<file path="config.mk">
export PLATFORM = sky130hd
export DESIGN_NAME = piano_ui_top
export DESIGN_NICKNAME = d
export VERILOG_FILES = /design/src/common/piano_ui_pkg.sv /design/src/common/seg_pkg.sv /design/src/display/tube_scan.sv /design/src/display/tube_text.sv /design/src/hdl/key_debouncer.sv /design/src/hdl/piano_ui_top.sv /design/src/menu/key_remap.sv /design/src/menu/menu_fsm.sv /design/src/menu/song_selector.sv
export SDC_FILE = /design/constraint.sdc
export NUM_CORES = 1
export LEC_CHECK = 0
export ABC_AREA = 1
export CORE_MARGIN = 8
export CORE_UTILIZATION = 60
export CTS_BUF_LIST = sky130_fd_sc_hd__clkbuf_8
export DETAILED_ROUTE_END_ITERATION = 8
export DONT_BUFFER_PORTS = 1
export MAX_ROUTING_LAYER = met4
export PLACE_DENSITY = 0.78
export SYNTH_ARGS = -nofsm -noshare
export SYNTH_HDL_FRONTEND = slang
export SYNTH_SLANG_ARGS = --single-unit
</file>
<file path="constraint.sdc">
create_clock -name slow_clk -period 5.5 [get_ports slow_clk]
set_clock_uncertainty 0.15 [all_clocks]
set_input_delay 1.1 -clock slow_clk [delete_from_list [all_inputs] [get_ports slow_clk]]
set_output_delay 1.1 -clock slow_clk [all_outputs]
set_load 0.02 [all_outputs]
</file>
<file path="src/common/piano_ui_pkg.sv">
package piano_ui_pkg;

	// UI modes, 4-bit code shown on the mode LEDs
	typedef enum logic [3:0] {
		WELCOME,
		CHOOSE,
		FREE,
		SETTING,
		SONG_PLAY,
		SONG_LEARN,
		SONG_GAME,
		PLAY,
		LEARN,
		GAME,
		RANKING
	} mode_e;

	typedef struct packed {
		logic center;
		logic up;
		logic down;
		logic left;
		logic right;
		logic esc;
	} nav_btn_t;

	localparam int NUM_KEYS = 8;

	typedef logic [NUM_KEYS-1:0] note_keys_t;
	typedef logic [2:0]          note_idx_t;
	// Page bit, then slot
	typedef logic [2:0]          song_id_t;
	// 0 is admin
	typedef logic [2:0]          user_id_t;

	localparam user_id_t SONG_OWNER [8] = '{3'd0, 3'd0, 3'd0, 3'd0, 3'd0, 3'd1, 3'd2, 3'd3};

	// Board debounce time in slow_clk cycles
	localparam int DEBOUNCE_DEFAULT = 16;

endpackage

</file>
<file path="src/common/seg_pkg.sv">
package seg_pkg;

	// Segments a b c d e f g dp, MSB first, active high
	typedef logic [7:0] glyph_t;

	typedef struct packed {
		glyph_t d7;
		glyph_t d6;
		glyph_t d5;
		glyph_t d4;
		glyph_t d3;
		glyph_t d2;
		glyph_t d1;
		glyph_t d0;
	} glyph_row_t;

	localparam glyph_t GLYPH_BLANK = 8'h00;
	localparam glyph_t GLYPH_H     = 8'h6E;
	localparam glyph_t GLYPH_E     = 8'h9E;
	localparam glyph_t GLYPH_L     = 8'h1C;
	localparam glyph_t GLYPH_O     = 8'hFC;
	localparam glyph_t GLYPH_C     = 8'h9C;
	localparam glyph_t GLYPH_S     = 8'hB6;
	localparam glyph_t GLYPH_N     = 8'hEC;
	localparam glyph_t GLYPH_G     = 8'hBC;

	localparam glyph_t GLYPH_DIGIT [10] = '{8'hFC, 8'h60, 8'hDA, 8'hF2, 8'h66,
		8'hB6, 8'hBE, 8'hE0, 8'hFE, 8'hF6};

endpackage

</file>
<file path="src/display/tube_scan.sv">
module tube_scan #(
	parameter int SCAN_DIV = 4
) (
	input  logic                slow_clk,
	input  logic                rst_n,
	input  seg_pkg::glyph_row_t row,
	output logic [7:0]          tub_sel,
	output logic [7:0]          tub_data1,
	output logic [7:0]          tub_data2
);
	import seg_pkg::*;

	localparam int DW = $clog2(SCAN_DIV + 1);

	logic [DW-1:0] div_cnt;
	logic [63:0]   row_bits;
	glyph_t        cur;

	assign row_bits = row;

	// Digit select rotates 0 up to 7
	always_ff @(posedge slow_clk or negedge rst_n) begin
		if (!rst_n) begin
			div_cnt <= '0;
			tub_sel <= 8'h01;
		end else if (div_cnt == DW'(SCAN_DIV - 1)) begin
			div_cnt <= '0;
			tub_sel <= {tub_sel[6:0], tub_sel[7]};
		end else begin
			div_cnt <= div_cnt + 1'b1;
		end
	end

	always_comb begin
		cur = '0;
		for (int i = 0; i < 8; i++) begin
			if (tub_sel[i]) cur = cur | row_bits[i*8 +: 8];
		end
	end

	// Upper four digits on bus 1, lower four on bus 2
	assign tub_data1 = (|tub_sel[7:4]) ? cur : 8'h00;
	assign tub_data2 = (|tub_sel[3:0]) ? cur : 8'h00;

	a_sel_onehot: assert property (@(posedge slow_clk) disable iff (!rst_n)
		$onehot(tub_sel));

endmodule

</file>
<file path="src/display/tube_text.sv">
module tube_text (
	input  logic                   slow_clk,
	input  logic                   rst_n,
	input  piano_ui_pkg::mode_e    mode,
	input  piano_ui_pkg::song_id_t song_id,
	output seg_pkg::glyph_row_t    row
);
	import piano_ui_pkg::*;
	import seg_pkg::*;

	localparam glyph_row_t HELLO_ROW = '{GLYPH_H, GLYPH_E, GLYPH_L, GLYPH_L,
		GLYPH_O, GLYPH_BLANK, GLYPH_BLANK, GLYPH_BLANK};

	glyph_row_t row_d;

	always_comb begin
		case (mode)
			WELCOME: row_d = HELLO_ROW;
			CHOOSE:  row_d = '{GLYPH_C, GLYPH_H, GLYPH_O, GLYPH_O,
				GLYPH_S, GLYPH_E, GLYPH_BLANK, GLYPH_BLANK};
			// Songs are shown numbered from 1
			SONG_PLAY, SONG_LEARN, SONG_GAME, PLAY, LEARN, GAME:
				row_d = '{GLYPH_S, GLYPH_O, GLYPH_N, GLYPH_G, GLYPH_BLANK, GLYPH_BLANK,
					GLYPH_DIGIT[0], GLYPH_DIGIT[{1'b0, song_id} + 4'd1]};
			default: row_d = '0;
		endcase
	end

	always_ff @(posedge slow_clk or negedge rst_n) begin
		if (!rst_n) begin
			row <= HELLO_ROW;
		end else begin
			row <= row_d;
		end
	end

endmodule

</file>
<file path="src/hdl/key_debouncer.sv">
module key_debouncer #(
	parameter int WIDTH           = 1,
	parameter int DEBOUNCE_CYCLES = 16
) (
	input  logic             slow_clk,
	input  logic             rst_n,
	input  logic [WIDTH-1:0] raw,
	output logic [WIDTH-1:0] level,
	output logic [WIDTH-1:0] rise
);
	localparam int CW = $clog2(DEBOUNCE_CYCLES + 1);
	localparam logic [CW-1:0] LAST = CW'(DEBOUNCE_CYCLES - 1);

	// Cycles the raw bit has differed from its level
	logic [CW-1:0] cnt [WIDTH];

	always_ff @(posedge slow_clk or negedge rst_n) begin
		if (!rst_n) begin
			level <= '0;
			rise  <= '0;
			for (int i = 0; i < WIDTH; i++) begin
				cnt[i] <= '0;
			end
		end else begin
			for (int i = 0; i < WIDTH; i++) begin
				rise[i] <= 1'b0;
				if (raw[i] == level[i]) begin
					cnt[i] <= '0;
				end else if (cnt[i] == LAST) begin
					cnt[i]   <= '0;
					level[i] <= raw[i];
					rise[i]  <= raw[i];
				end else begin
					cnt[i] <= cnt[i] + 1'b1;
				end
			end
		end
	end

	// Pulse only on the cycle the level turns high
	a_rise_edge: assert property (@(posedge slow_clk) disable iff (!rst_n)
		(rise & ~(level & ~$past(level))) == '0);

endmodule

</file>
<file path="src/hdl/piano_ui_top.sv">
module piano_ui_top #(
	parameter int DEBOUNCE_CYCLES = piano_ui_pkg::DEBOUNCE_DEFAULT,
	parameter int SCAN_DIV        = 4
) (
	input  logic                     slow_clk,
	input  logic                     rst_n,
	input  piano_ui_pkg::nav_btn_t   nav_raw,
	input  piano_ui_pkg::note_keys_t keys_raw,
	input  piano_ui_pkg::user_id_t   user_id,
	output logic [7:0]               mode_led,
	output piano_ui_pkg::song_id_t   song_id,
	output piano_ui_pkg::note_keys_t note_out,
	output logic [7:0]               tub_sel,
	output logic [7:0]               tub_data1,
	output logic [7:0]               tub_data2
);
	import piano_ui_pkg::*;
	import seg_pkg::*;

	nav_btn_t   nav_rise;
	note_keys_t key_level;
	note_keys_t key_rise;
	mode_e      mode;
	logic       song_visible;
	logic       remap_done;
	logic       setting_active;
	logic       list_active;
	glyph_row_t row;

	assign mode_led = {4'b0000, mode};

	key_debouncer #(.WIDTH($bits(nav_btn_t)), .DEBOUNCE_CYCLES(DEBOUNCE_CYCLES)) nav_db (
		.slow_clk (slow_clk),
		.rst_n    (rst_n),
		.raw      (nav_raw),
		.level    (),
		.rise     (nav_rise)
	);

	key_debouncer #(.WIDTH(NUM_KEYS), .DEBOUNCE_CYCLES(DEBOUNCE_CYCLES)) key_db (
		.slow_clk (slow_clk),
		.rst_n    (rst_n),
		.raw      (keys_raw),
		.level    (key_level),
		.rise     (key_rise)
	);

	menu_fsm menu0 (
		.slow_clk       (slow_clk),
		.rst_n          (rst_n),
		.nav_rise       (nav_rise),
		.song_visible   (song_visible),
		.remap_done     (remap_done),
		.mode           (mode),
		.setting_active (setting_active),
		.list_active    (list_active)
	);

	key_remap remap0 (
		.slow_clk       (slow_clk),
		.rst_n          (rst_n),
		.setting_active (setting_active),
		.key_level      (key_level),
		.key_rise       (key_rise),
		.remap_done     (remap_done),
		.note_out       (note_out)
	);

	song_selector songs0 (
		.slow_clk     (slow_clk),
		.rst_n        (rst_n),
		.list_active  (list_active),
		.nav_rise     (nav_rise),
		.user_id      (user_id),
		.song_id      (song_id),
		.song_visible (song_visible)
	);

	tube_text text0 (
		.slow_clk (slow_clk),
		.rst_n    (rst_n),
		.mode     (mode),
		.song_id  (song_id),
		.row      (row)
	);

	tube_scan #(.SCAN_DIV(SCAN_DIV)) scan0 (
		.slow_clk  (slow_clk),
		.rst_n     (rst_n),
		.row       (row),
		.tub_sel   (tub_sel),
		.tub_data1 (tub_data1),
		.tub_data2 (tub_data2)
	);

endmodule

</file>
<file path="src/menu/key_remap.sv">
module key_remap (
	input  logic                     slow_clk,
	input  logic                     rst_n,
	input  logic                     setting_active,
	input  piano_ui_pkg::note_keys_t key_level,
	input  piano_ui_pkg::note_keys_t key_rise,
	output logic                     remap_done,
	output piano_ui_pkg::note_keys_t note_out
);
	import piano_ui_pkg::*;

	note_idx_t count;
	note_idx_t scratch   [NUM_KEYS];
	note_idx_t scratch_d [NUM_KEYS];
	note_idx_t commit_tbl [NUM_KEYS];
	logic      capture;

	assign capture = setting_active && !remap_done && $onehot(key_rise);

	// Scratch table with the pressed key taking the current count
	always_comb begin
		for (int i = 0; i < NUM_KEYS; i++) begin
			scratch_d[i] = key_rise[i] ? count : scratch[i];
		end
	end

	always_ff @(posedge slow_clk or negedge rst_n) begin
		if (!rst_n) begin
			count      <= '0;
			remap_done <= 1'b0;
			for (int i = 0; i < NUM_KEYS; i++) begin
				scratch[i]    <= '0;
				commit_tbl[i] <= note_idx_t'(i);
			end
		end else begin
			remap_done <= 1'b0;
			if (!setting_active) begin
				count <= '0;
				for (int i = 0; i < NUM_KEYS; i++) begin
					scratch[i] <= '0;
				end
			end else if (capture) begin
				scratch <= scratch_d;
				count   <= count + 1'b1;
				// Eighth key commits the new table
				if (count == note_idx_t'(NUM_KEYS - 1)) begin
					commit_tbl <= scratch_d;
					remap_done <= 1'b1;
				end
			end
		end
	end

	always_comb begin
		note_out = '0;
		for (int j = 0; j < NUM_KEYS; j++) begin
			note_out[commit_tbl[j]] = note_out[commit_tbl[j]] | key_level[j];
		end
	end

	a_done_in_setting: assert property (@(posedge slow_clk) disable iff (!rst_n)
		remap_done |-> setting_active);

endmodule

</file>
<file path="src/menu/menu_fsm.sv">
module menu_fsm (
	input  logic                   slow_clk,
	input  logic                   rst_n,
	input  piano_ui_pkg::nav_btn_t nav_rise,
	input  logic                   song_visible,
	input  logic                   remap_done,
	output piano_ui_pkg::mode_e    mode,
	output logic                   setting_active,
	output logic                   list_active
);
	import piano_ui_pkg::*;

	mode_e mode_q;
	mode_e mode_d;
	mode_e cursor_q;
	mode_e cursor_d;
	logic  single;

	// Ignore chords of nav buttons
	assign single = $onehot(nav_rise);

	always_comb begin
		mode_d   = mode_q;
		cursor_d = cursor_q;
		case (mode_q)
			WELCOME: begin
				if (single && nav_rise.center) begin
					mode_d   = CHOOSE;
					cursor_d = FREE;
				end
			end
			CHOOSE: begin
				if (single && nav_rise.center) begin
					mode_d = cursor_q;
				end else if (single && nav_rise.esc) begin
					mode_d = WELCOME;
				end else if (single && nav_rise.up) begin
					case (cursor_q)
						FREE:       cursor_d = SETTING;
						SONG_PLAY:  cursor_d = RANKING;
						SONG_LEARN: cursor_d = FREE;
						SONG_GAME:  cursor_d = SONG_PLAY;
						SETTING:    cursor_d = SONG_LEARN;
						RANKING:    cursor_d = SONG_GAME;
						default:    cursor_d = cursor_q;
					endcase
				end else if (single && nav_rise.down) begin
					case (cursor_q)
						FREE:       cursor_d = SONG_LEARN;
						SONG_PLAY:  cursor_d = SONG_GAME;
						SONG_LEARN: cursor_d = SETTING;
						SONG_GAME:  cursor_d = RANKING;
						SETTING:    cursor_d = FREE;
						RANKING:    cursor_d = SONG_PLAY;
						default:    cursor_d = cursor_q;
					endcase
				end else if (single && (nav_rise.left || nav_rise.right)) begin
					case (cursor_q)
						FREE:       cursor_d = SONG_PLAY;
						SONG_PLAY:  cursor_d = FREE;
						SONG_LEARN: cursor_d = SONG_GAME;
						SONG_GAME:  cursor_d = SONG_LEARN;
						SETTING:    cursor_d = RANKING;
						RANKING:    cursor_d = SETTING;
						default:    cursor_d = cursor_q;
					endcase
				end
			end
			SONG_PLAY, SONG_LEARN, SONG_GAME: begin
				if (single && nav_rise.center && song_visible) begin
					mode_d = (mode_q == SONG_PLAY) ? PLAY :
						(mode_q == SONG_LEARN) ? LEARN : GAME;
				end else if (single && nav_rise.esc) begin
					mode_d = CHOOSE;
				end
			end
			PLAY:    if (single && nav_rise.esc) mode_d = SONG_PLAY;
			LEARN:   if (single && nav_rise.esc) mode_d = SONG_LEARN;
			GAME:    if (single && nav_rise.esc) mode_d = SONG_GAME;
			SETTING: if (remap_done || (single && nav_rise.esc)) mode_d = CHOOSE;
			default: if (single && nav_rise.esc) mode_d = CHOOSE;
		endcase
	end

	always_ff @(posedge slow_clk or negedge rst_n) begin
		if (!rst_n) begin
			mode_q   <= WELCOME;
			cursor_q <= FREE;
		end else begin
			mode_q   <= mode_d;
			cursor_q <= cursor_d;
		end
	end

	assign mode           = mode_q;
	assign setting_active = (mode_q == SETTING);
	assign list_active    = (mode_q inside {SONG_PLAY, SONG_LEARN, SONG_GAME});

	a_mode_legal: assert property (@(posedge slow_clk) disable iff (!rst_n)
		mode_q inside {[WELCOME:RANKING]});

endmodule

</file>
<file path="src/menu/song_selector.sv">
module song_selector (
	input  logic                   slow_clk,
	input  logic                   rst_n,
	input  logic                   list_active,
	input  piano_ui_pkg::nav_btn_t nav_rise,
	input  piano_ui_pkg::user_id_t user_id,
	output piano_ui_pkg::song_id_t song_id,
	output logic                   song_visible
);
	import piano_ui_pkg::*;

	logic       page;
	logic [1:0] slot;
	user_id_t   owner;

	// Slot wraps within a page of four
	always_ff @(posedge slow_clk or negedge rst_n) begin
		if (!rst_n) begin
			page <= 1'b0;
			slot <= 2'd0;
		end else if (list_active) begin
			if (nav_rise.up) begin
				slot <= slot - 1'b1;
			end else if (nav_rise.down) begin
				slot <= slot + 1'b1;
			end else if (nav_rise.left || nav_rise.right) begin
				page <= ~page;
			end
		end
	end

	assign song_id      = {page, slot};
	assign owner        = SONG_OWNER[song_id];
	// Admin songs are visible to everyone
	assign song_visible = (owner == '0) || (owner == user_id);

endmodule

</file>
Word-level counts from Yosys, hierarchy flattened. Memories as Yosys holds them, arrays and structs flattened. Index checks and enable logic that the tools add are counted.

Input port bits: 19. Output and inout port bits: 43. Flip-flop bits (word level): 236. Word-level logic and storage cells: 406. Memory bits (read-only): 160. Memories: 3.

Add/sub/neg operators: 31. Equal/unequal tests: 60. Order comparisons: 18. Reduce and logical (&&, ||, !) cells: 48. Mux-type cells: 149. Bitwise gates (word level): 35.

Memory list: (name not given) (words 16, width 8, rd ports 1, clocked after Yosys merged registers in 0, write ports 0, line tube_text.sv:24) `GLYPH_DIGIT[0], GLYPH_DIGIT[{1'b0, song_id} + 4'd1]};`; (name not given) (words 8, width 3, rd ports 1, clocked after Yosys merged registers in 0, write ports 0, line song_selector.sv:33) `assign owner = SONG_OWNER[song_id];`; (name not given) (words 8, width 1, rd ports 1, clocked after Yosys merged registers in 0, write ports 0, line key_remap.sv:57) `note_out[commit_tbl[j]] = note_out[commit_tbl[j]] | key_level[j];`.

Operators by type and width (count): $pmux 64 s3 (1); $mux 5 (28); $mux 8 (12); $pmux 4 s6 (3); $add 5x1->5 const B (14); $eq 5x4->1 const B (14); $mux 4 (16); $bwmux 8 (7); $or 8x8->8 (7); $mux 1 (48); $mux 24 (2); $mux 3 (13); $lt 3x4->1 const B (8); $reduce_and 2->1 (15); $eq 4x3->1 const B (7); $pmux 4 s7 (1); $demux 1 s3 (8); $ge 3x1->1 const B (8); $ne 8x8->1 const B (3); $bmux 1 s3 (7); $not 1->1 (17); $logic_and 1x1->1 (16); $add 1x1->2 (7); $eq 1x1->1 (14); 38 further kinds (65).

Depth between registers and ports, before layout. Gate-level depths: netlist of run 1.

Depth after elaboration: 33. Depth in mapped cells: 33. Depth with buffers taken out: 33.

Cells and area by module. From an unflattened synthesis of run 1, not the netlist that was laid out.

Cell total of the unflattened synthesis: 1651. Area, all modules: 11897.7 sq um.

Modules (own cells, without submodules): key_remap (times used 1, seq. area each 1316.3 sq um, area an instance 4160.2 sq um, cells each 611); key_debouncer at key_db (times used 1, seq. area each 1401.3 sq um, area an instance 2442.3 sq um, cells each 288); key_debouncer at nav_db (times used 1, seq. area each 1051.0 sq um, area an instance 1831.8 sq um, cells each 216); menu_fsm (times used 1, seq. area each 201.4 sq um, area an instance 1107.3 sq um, cells each 186); tube_text (times used 1, seq. area each 355.3 sq um, area an instance 1052.3 sq um, cells each 127); tube_scan (times used 1, seq. area each 276.5 sq um, area an instance 1039.7 sq um, cells each 182); song_selector (times used 1, seq. area each 75.1 sq um, area an instance 230.2 sq um, cells each 36); piano_ui_top (times used 1, seq. area each 0.0 sq um, area an instance 33.8 sq um, cells each 5).

Worst setup path after synthesis of run 1. OpenSTA, ideal clock, no wires.

Path type: flip-flop to output port. From: reg remap0.commit_tbl[18] (netlist name). To: out note_out[0]. Required time: 4.250 ns. Path slack: 0.391 ns. Path buffers: 0. Data arrival time: 3.859 ns. Cell stages (with the launch flop): 32. Cells stage by stage: dfstp_2 inv_2 nand3_1 nor2_1 nor2_4 nand4_1 nand3_1 nand2_2 nor2_4 nand4_1 nand3_1 nand2_2 nor2_4 nand4_1 nand3_1 nand2_2 nor2_4 nand4_1 nand3_1 nand2_2 nor2_4 nand4_1 nand3_1 nand2_2 nor2_4 nand4_1 nand3_1 nand2_1 nor2_1 nand3_2 nand2_1 nand2_1.

Cells in the longest elaborated chain, start to end: 29. Elaborated cells between the ends (all ways): 33. Classes of those cells: order compare: 2; mux: 23; bitwise: 7; reduce/logical: 1.

Ends and longest elaborated chain: start: declaration (line key_remap.sv:15) `note_idx_t commit_tbl [NUM_KEYS];`; start signal: indexed assignment (line key_remap.sv:33) `commit_tbl[i] <= note_idx_t'(i);`; start signal: assignment (line key_remap.sv:47) `commit_tbl <= scratch_d;`; $lt 3x4->1 (implied by the code) / $ge 3x1->1 (equally long branches) (line key_remap.sv:57); $logic_and 1x1->1 (implied by the code) (line key_remap.sv:57); $mux 1 (implied by the code) (line key_remap.sv:57); $demux 1 s3; $bwmux 8 * (line key_remap.sv:57); $bmux 1 s3 (line key_remap.sv:57); $mux 1 (implied by the code) (line key_remap.sv:57); $or 1x1->1 (line key_remap.sv:57); (+13 left out); $bmux 1 s3 (line key_remap.sv:57); $mux 1 (implied by the code) (line key_remap.sv:57); $or 1x1->1 (line key_remap.sv:57); $bwmux 8 * (line key_remap.sv:57); $bmux 1 s3 (line key_remap.sv:57); $mux 1 (implied by the code) (line key_remap.sv:57); $or 1x1->1 (line key_remap.sv:57); $bwmux 8 * (line key_remap.sv:57); end: declaration (line piano_ui_top.sv:12) `output piano_ui_pkg::note_keys_t note_out,`.

Mark *: on every way between the ends. The rest lies on a longest branch, timed or not. The select of a mux whose other input is x is not followed.

Worst setup path after layout of run 1.
From: reg remap0.commit_tbl[18] (netlist name). To: out note_out[3].

The elaborated chain is that of the path after synthesis.

==> flow_summary.toml, run 1 <==
[grt]
grt_pass1_wl_um = 37290
grt_usage_pct = 21.08
grt_start_max_net_pins = 187
grt_pass1_vias = 8326
gr-total-overflow = 0
antenna_found_initial = 0

[yosys]
synth-simple-area-share_pct = 28.83
synth_area_mm2 = 0.01038
synth_compound_area_share_pct = 11.60
synth-seq-cells = 186
yosysSeqAreaShare_pct = 45.04
synth-xor-area-share_pct = 2.699
synthMuxAreaShare_pct = 0.1084
synth_fa_ha_area_share_pct = 5.133
postSynthCellCount = 1295
synth_top_family_by_area = "simple AND/OR/NAND/NOR gates"
yosys_warnings = 0
synth.distinct_cells = 46
avgSynthCellArea_um2 = 8.018

[cells_and_area]
fin_area_mm2 = 0.01138
areaGrowthSynthToFinish_pct = 9.592
num-nets-final = 1390
antennaDiodeCount = 0
final_cell_mix = "223 x nand2_1, 174 x nor2_1, 162 x dfrtp_1, 143 x inv_1, 98 x o21ai_0"
final_common_cell = "nand2_1"
drive_above_1_share_pct = 13.23

[clock_network]
cts_buffer_depth = 2
htreeDepth = 4
numCtsBuffers = 17
root_buffer = "clkbuf_8"
worstSkewPairLatency_ps = 480
cts_sinks = 186
clk_pin_slew_ps = 100
cts_tree = "built"
cts_hold_buffers = 0

[power]
p_total_uw = 2724
p_int_uw = 1939
p_leak_uw = 0.005543
swShare_pct = 28.82
pwr-share-comb_pct = 10.8
power_frac_seq_pct = 55.2
ir_drop_mv = 0.2277
clkPwrFrac_pct = 34.0
p_switching_uw = 785.1
power_per_cell_area_mw_per_mm2 = 239.4

[timing]
slew_violations = 0
slew_headroom_pct = 19.16
rsz0062_at_grt = "true"
hold_violations = 0
worstMarginPinSlew_ps = 1202
period_needed_ps = 6259
fmax_ghz = 0.1598
final-setup-viol-count = 8
post-route-period-util_pct = 113.8
setup_slack_ps = -758.6

[floorplan]
dieArea_mm2 = 0.02177
core-area_mm2 = 0.01712
start_util_pct = 60.67
rows = 48
die_h_um = 147.6
io_pins = 62
die_w_um = 147.6

[placed_design]
gp_congestion = 0.9044
place_area_mm2 = 0.01065
io_buffers = 0
dp_hpwl_um = 15900

[route]
dr.pass1.iters = 5
post_drt_via_cell_ratio = 5.547
drt-initial-drc-count = 511
detail-route-antenna-nets = 0
wl_um = 21890
drc = 0
wl_per_cell_um = 13.94
vias = 8709

[setup_path]
cp-end-kind = "output pin"
critical_path.slowest_cell = "dfstp_2"
crit_type = "register to output pin"
cpPeakStageDelay_ps = 620
critPathTopFamily = "simple AND/OR/NAND/NOR gates"
start_kind = "register"
critPathArrivalTime_ps = 5010
crit_buf_inv = 3
cp_max_fo = 8
crit_required_ps = 4250

[run_status]
violations = "negative setup slack"
outcome = "finished with violations"

[run]
drv_cap = 0

[worst_hold_path]
hold_path_class = "primary input to async pin"
## final cells by class
| class | count | area, um^2 |
|---|---|---|
| fillers | 1413 | 5737 |
| multi-input cells | 940 | 5172 |
| flip-flops and latches | 186 | 4684 |
| inverters | 155 | 584.3 |
| well taps | 225 | 281.5 |
| repair buffers | 32 | 247.7 |
| clock buffers | 17 | 234.0 |
| clock inverters | 15 | 175.2 |
## power by group through the flow
stage	logic [uW]	clock network, uW	registers, uW
after floorplan	250	0	1510
after global placement	285	0	1530
after detailed placement	289	0	1530
after CTS	292	953	1500
after global routing	343	1010	1520
final	294	926	1500
## through the flow
step / hold WS, ps / utilization (%) / setup WS [ps] / std cells / setup TNS, ps
after floorplan: 255.9 / - / 391.2 / 1300 / 0
after global placement: 264.6 / 62.24 / 57.25 / 1515 / 0
after detailed placement: 270.2 / 62.24 / -115.2 / 1515 / -885.3
after CTS: 119.8 / 65.73 / -544.6 / 1562 / -4337
after global routing: 122.7 / 66.48 / -1200 / 1570 / -9341
final: 161.6 / 66.48 / -758.6 / 1570 / -5844
## worst paths after layout
| kind | startpoint | end | slack [ps] | cells past startpoint |
|---|---|---|---|---|
| min in group slow_clk | scan0.div_cnt[0] | scan0.div_cnt[0] | 280 | 1 |
| min reg2reg | scan0.div_cnt[0] | scan0.div_cnt[0] | 280 | 1 |
| max reg2reg | key_db.rise[0] | remap0.commit_tbl[20] | 1530 | 12 |
| min | rst_n | nav_db.cnt[15] | 160 | 0 |
| max | remap0.commit_tbl[18] | note_out[3] | -760 | 32 |
| max in group asynchronous | rst_n | text0.row[52] | 4710 | 0 |
## registers in the layout, indices dropped and copies added (netlist names)
signal / count
key_db.cnt: 40
nav_db.cnt: 30
remap0.commit_tbl: 24
remap0.scratch: 24
text0.row: 14
key_db.level: 8
key_db.rise: 8
scan0.tub_sel: 8
nav_db.level: 6
nav_db.rise: 6
menu0.cursor_q: 4
menu0.mode: 4
remap0.count: 3
scan0.div_cnt: 3
songs0.slot: 2
remap0.remap_done: 1
songs0.page: 1
## cell families after synthesis
| logic type | count (synthesis) |
|---|---|
| buffers and inverters | 174 |
| and+or+nand+nor | 662 |
| adders and majority gates | 39 |
| AOI/OAI and AO/OA | 200 |
| muxes | 1 |
| other | 1 |
| DFF | 186 |
| xor gates and xnor gates | 32 |
## timing repair
item	in CTS	in global routing
endpoints found under the hold margin	0	0
buffers inserted	15	8
gates cloned	0	0
setup endpoints to repair	8	8
gates resized for setup	27	20
pin swaps	13	17
## cell usage after synthesis (all sizes together)
cell type | n | area [um^2]
nor3 | 64 | 320.3
nor4b | 1 | 8.760
buf | 7 | 52.55
nor2 | 192 | 813.3
a22oi | 1 | 7.510
a22o | 2 | 17.52
ha | 33 | 412.9
dfstp | 18 | 473.0
dfrtp | 168 | 4204
xnor2 | 16 | 140.1
or2 | 17 | 106.4
o221ai | 1 | 8.760
a21oi | 22 | 121.4
conb | 1 | 3.750
o32ai | 1 | 8.760
o21ai | 99 | 495.5
a32o | 2 | 20.02
mux2 | 1 | 11.26
nand4 | 50 | 312.8
o2111ai | 1 | 8.760
a2111oi | 4 | 35.03
fa | 6 | 120.1
a21o | 35 | 269.0
o31ai | 4 | 30.03
and2 | 1 | 6.260
inv | 154 | 578.1
nand3 | 67 | 340.3
a211oi | 3 | 22.52
nand2 | 256 | 988.5
nand3b | 8 | 60.06
clkinv | 1 | 3.750
xor2 | 16 | 140.1
nor4 | 5 | 31.28
o211ai | 3 | 22.52
clkbuf | 12 | 45.04
o22ai | 17 | 106.4
and3 | 1 | 6.260
a31oi | 5 | 31.28
## metal layers
metal  GRT usage (%)  up-vias  wire length [um]
met2           34.22      227             10530
met3           4.891       37              1210
met5               -        -                 0
met1           25.45     4075              9762
li1                -     4370                 -
met4           7.547        0               387
No activity file was read; power rests on OpenSTA's default activity.
==> run 2, diff against run 1 <==
CORE_MARGIN = default   (was 8)
==> run 2 against run 1 <==
  * The flow still finishes with violations (negative setup slack)
  * Combinational power is 1% higher
  * Global-route usage is 4.8 points higher
  * Power is 0.90% higher
  * Largest cell class unchanged
  * Highest routed layer unchanged
==> flow_summary.toml, run 2 (same netlist as run 1, synthesis figures left out) <==
[run]
drv_cap = 0

[timing]
fmax_ghz = 0.1610
post-route-period-util_pct = 112.9
slew_violations = 0
setup_slack_ps = -709.8
rsz0062_at_grt = "true"
hold_violations = 0
period_needed_ps = 6210
tns_ps = -5563
slew_headroom_pct = 22.66
final-setup-viol-count = 8
worstMarginPinSlew_ps = 1149

[floorplan]
io_pins = 62
die_h_um = 133.6
core-area_mm2 = 0.01676
rows = 47
dieArea_mm2 = 0.01784
die_w_um = 133.6
start_util_pct = 61.96

[cells_and_area]
final_cell_mix = "223 x nand2_1, 175 x nor2_1, 162 x dfrtp_1, 142 x inv_1, 98 x o21ai_0"
areaGrowthSynthToFinish_pct = 10.40
final_common_cell = "nand2_1"
fin_util_pct = 68.40
num-nets-final = 1400
drive_above_1_share_pct = 13.87
antennaDiodeCount = 0
registers.top_by_ff_count = "key_db.cnt"
largest_reg_flops = 40
top_regs = "key_db.cnt x40, nav_db.cnt x30"

[route]
drc = 0
post_drt_via_cell_ratio = 5.522
detail-route-antenna-nets = 0
dr.pass1.iters = 7
vias = 8697
wl_um = 21450
wl_per_cell_um = 13.62
drt-initial-drc-count = 554

[clock_network]
cts_hold_buffers = 0
root_buffer = "clkbuf_8"
clk_pin_slew_ps = 100
cts_sinks = 186
cts_buffer_depth = 2
numCtsBuffers = 17
cts_tree = "built"
worstSkewPairLatency_ps = 460
htreeDepth = 4

[setup_path]
ff2ff_path_depth = 14
cp_max_fo = 8
crit_top_cell = "nand2_2"
critPathArrivalTime_ps = 4960
crit_required_ps = 4250
cpPeakStageDelay_ps = 410
start_kind = "register"
cp-end-kind = "output pin"
crit_type = "register to output pin"
critical_path.slowest_cell = "dfstp_2"

[grt]
grt_pass1_vias = 8100
grt_pass1_wl_um = 36520
grt_start_max_net_pins = 187
gr-total-overflow = 0
grt_usage_pct = 25.92
antenna_found_initial = 0

[power]
ir_drop_mv = 0.2674
p_leak_uw = 0.005594
power_per_cell_area_mw_per_mm2 = 239.8

[placed_design]
gp_congestion = 0.9750
post-place-ws_ps = -71.55
io_buffers = 0
dp_hpwl_um = 15460

[run_status]
outcome = "finished with violations"
violations = "negative setup slack"

[worst_hold_path]
hold_path_class = "primary input to async pin"
run 2: cell types whose count changed in the layout (fill, tap and decap cells not counted), sizes merged:
cell / previous run / this run
buf: 32 / 42
inv: 163 / 162
clkinv: 6 / 7
run 2: critical path: cells and delay by family (launching register included):
family,cells,cell delay (ps)
AO/OA/AOI/OAI,1,190
buffers and inverters,5,640
flip-flops,1,410
AND/OR/NAND/NOR,27,3290
run 2: where the power goes:
group	internal, uW	switching, uW	leakage [uW]
sequential	1440	62.5	0.00241
clock	394	552	0.000216
combinational	110	188	0.00297
total	1950	802	0.00559
run 2: path summary, 6_finish.rpt:
| kind | endpoint | startpoint | slack (ps) |
|---|---|---|---|
| max in group asynchronous | remap0.commit_tbl[6] | rst_n | 4680 |
| min | scan0.tub_sel[6] | rst_n | 170 |
| min reg2reg | scan0.div_cnt[0] | scan0.div_cnt[0] | 280 |
| max | note_out[4] | remap0.commit_tbl[18] | -710 |
| min in group slow_clk | scan0.div_cnt[0] | scan0.div_cnt[0] | 280 |
| max reg2reg | remap0.count[1] | key_db.rise[0] | 880 |
run 2: what timing repair did:
action,in CTS,in global routing
resized for setup,26,21
setup buffers,25,12
endpoints found under the hold margin,0,0
cloned,0,0
setup endpoints to repair,8,8
pin swaps,3,22
run 2: stage by stage:
stage,hold slack (ps),power [uW],cell area (um^2),instances
global route,131.7,2889,11460,1575
detailed placement,274.0,1824,10620,1506
global placement,265.9,1815,10620,1506
floorplan,255.9,1757,10400,1300
finish,174.6,2749,11460,1575
CTS,149.4,2775,11310,1563
run 2: layout make-up:
type,instances,area [um^2]
Inverter,155,584.3
Tap cell,220,275.3
Timing Repair Buffer,42,322.8
Clock inverter,15,195.2
Sequential cell,186,4684
Fill cell,1339,5296
Clock buffer,17,234.0
Multi-Input combinational cell,940,5167
run 2: routing by layer:
metal	vias to the layer above	track usage (%)	routed length, um
li1	4401	-	-
met1	4052	34.18	9946
met2	226	40.86	10200
met3	18	5.632	1077
met4	0	6.503	228
met5	-	-	0
==> run 3, diff against run 2 <==
REMOVE_ABC_BUFFERS = 1   (was default)
==> run 3 against run 2 <==
  * The run still ends with negative setup slack left
  * Final cell count fell by 1.3%
  * Clock-buffer cell count rose by 3
  * Die area stayed put
  * Global-route usage rose by 0.31 points
  * Wire length decreased by 0.20%
  * Maximum frequency grew 0.16%
  * Register-to-register slack improved by 160 ps
  * Clock power decreased by 1%
  * Sequential share of layout area up 0.73 points
  * Largest cell class unchanged
  * Largest power group unchanged
==> flow_summary.toml, run 3 (same netlist as run 1, synthesis figures left out) <==
[setup_path]
start_kind = "register"
crit_top_cell = "nand2_2"
crit_required_ps = 4250
crit_type = "register to output pin"
cp_max_fo = 8
critical_path.slowest_cell = "dfstp_2"
cp-end-kind = "output pin"
cpPeakStageDelay_ps = 600
critPathArrivalTime_ps = 4950

[power]
ir_drop_mv = 0.1884
power_frac_seq_pct = 55.0
power_per_cell_area_mw_per_mm2 = 243.2
p_switching_uw = 739.6
p_leak_uw = 0.005504
clkPwrFrac_pct = 34.2
pwr-share-comb_pct = 10.9
p_int_uw = 1997
swShare_pct = 27.02

[cells_and_area]
final_common_cell = "nand2_1"
drive_above_1_share_pct = 11.69
num-fill-cells = 1394
largest_reg_flops = 40
registers.top_by_ff_count = "key_db.cnt"
top_regs = "key_db.cnt x40, nav_db.cnt x30"
num-nets-final = 1379
final_cell_mix = "227 x nand2_1, 177 x nor2_1, 165 x dfrtp_1, 144 x inv_1, 98 x o21ai_0"
fin_area_mm2 = 0.01125
antennaDiodeCount = 0
areaGrowthSynthToFinish_pct = 8.386

[timing]
hold_violations = 0
fmax_ghz = 0.1613
post-route-period-util_pct = 112.7
tns_ps = -5471
rsz0062_at_grt = "true"
slew_violations = 0
setup_slack_ps = -700.0
slew_headroom_pct = 21.80
worstMarginPinSlew_ps = 1162
final-setup-viol-count = 8
period_needed_ps = 6200

[grt]
grt_usage_pct = 26.23
grt_start_max_net_pins = 187
grt_pass1_wl_um = 36820
gr-total-overflow = 0
grt_pass1_vias = 8107
antenna_found_initial = 0

[placed_design]
io_buffers = 0
dp_hpwl_um = 15410
gp_congestion = 0.9107
place_area_mm2 = 0.01064

[clock_network]
numCtsBuffers = 17
root_buffer = "clkbuf_8"
worstSkewPairLatency_ps = 460
clk_pin_slew_ps = 90
cts_hold_buffers = 0
cts_buffer_depth = 2
cts_sinks = 186
cts_tree = "built"
htreeDepth = 4

[route]
post_drt_via_cell_ratio = 5.550
drc = 0
wl_um = 21410
wl_per_cell_um = 13.78
detail-route-antenna-nets = 0
dr.pass1.iters = 6
drt-initial-drc-count = 461
vias = 8625

[floorplan]
start_util_pct = 61.96
dieArea_mm2 = 0.01784
die_w_um = 133.6
rows = 47
die_h_um = 133.6
io_pins = 62
core-area_mm2 = 0.01676

[run_status]
outcome = "finished with violations"
violations = "negative setup slack"

[run]
drv_cap = 0

[worst_hold_path]
hold_path_class = "primary input to async pin"
==> run 3: worst max-delay path, delay by kind of cell (launching register included) <==
family,cells,cell delay [ps]
flip-flops,1,600
AND/OR/NAND/NOR,31,3730
buffers and inverters,1,120
==> run 3: per-layer routing <==
layer | GRT usage [%] | routed length, um
met1 | 34.87 | 10110
met4 | 9.470 | 463
met3 | 5.441 | 958
met2 | 39.84 | 9876
met5 | - | 0
==> run 3: timing repair <==
item                                   4_1_cts  5_1_grt
endpoints found under the hold margin        0        0
pin swaps                                   18        5
setup buffers                               11        2
resized for setup                           25        9
setup endpoints to repair                    8        8
==> run 3: power by group through the flow <==
stage | clock, uW | sequential, uW | combinational [uW]
finish | 935 | 1500 | 298
detailed placement | 0 | 1530 | 291
global route | 1010 | 1510 | 339
global placement | 0 | 1530 | 289
CTS | 953 | 1500 | 295
floorplan | 0 | 1510 | 238
==> run 3: stage by stage <==
| stage | cells | setup slack (ps) | util, % | power [uW] | hold WS [ps] |
|---|---|---|---|---|---|
| final | 1554 | -700.0 | 67.15 | 2737 | 166.1 |
| after global routing | 1554 | -1177 | 67.15 | 2861 | 127.5 |
| after CTS | 1552 | -665.7 | 66.91 | 2751 | 139.8 |
| after detailed placement | 1509 | -170.2 | 63.49 | 1820 | 286.0 |
| after global placement | 1509 | -6.693 | 63.49 | 1816 | 264.3 |
| after floorplan | 1281 | 391.2 | - | 1752 | 255.9 |
==> run 3: path summary, 6_finish.rpt <==
kind | from | to | slack [ps] | depth (start not counted)
worst max-delay path | remap0.commit_tbl[18] | note_out[1] | -700 | 32
worst min-delay path | rst_n | text0.row[2] | 170 | 0
worst max register to register | key_db.rise[2] | remap0.scratch[20] | 1040 | 13
worst min register to register | nav_db.cnt[20] | nav_db.cnt[20] | 300 | 1
max in group asynchronous | rst_n | remap0.commit_tbl[5] | 4680 | 0
min in group slow_clk | nav_db.cnt[20] | nav_db.cnt[20] | 300 | 1
==> run 3: layout make-up <==
class / instances / area [um^2] / share of cell area, %
Multi-Input combinational cell: 940 / 5132 / 45.60
Sequential cell: 186 / 4681 / 41.59
Inverter: 155 / 584.3 / 5.192
Clock buffer: 20 / 275.3 / 2.446
Tap cell: 220 / 275.3 / 2.446
Timing Repair Buffer: 21 / 168.9 / 1.501
Clock inverter: 12 / 137.6 / 1.223
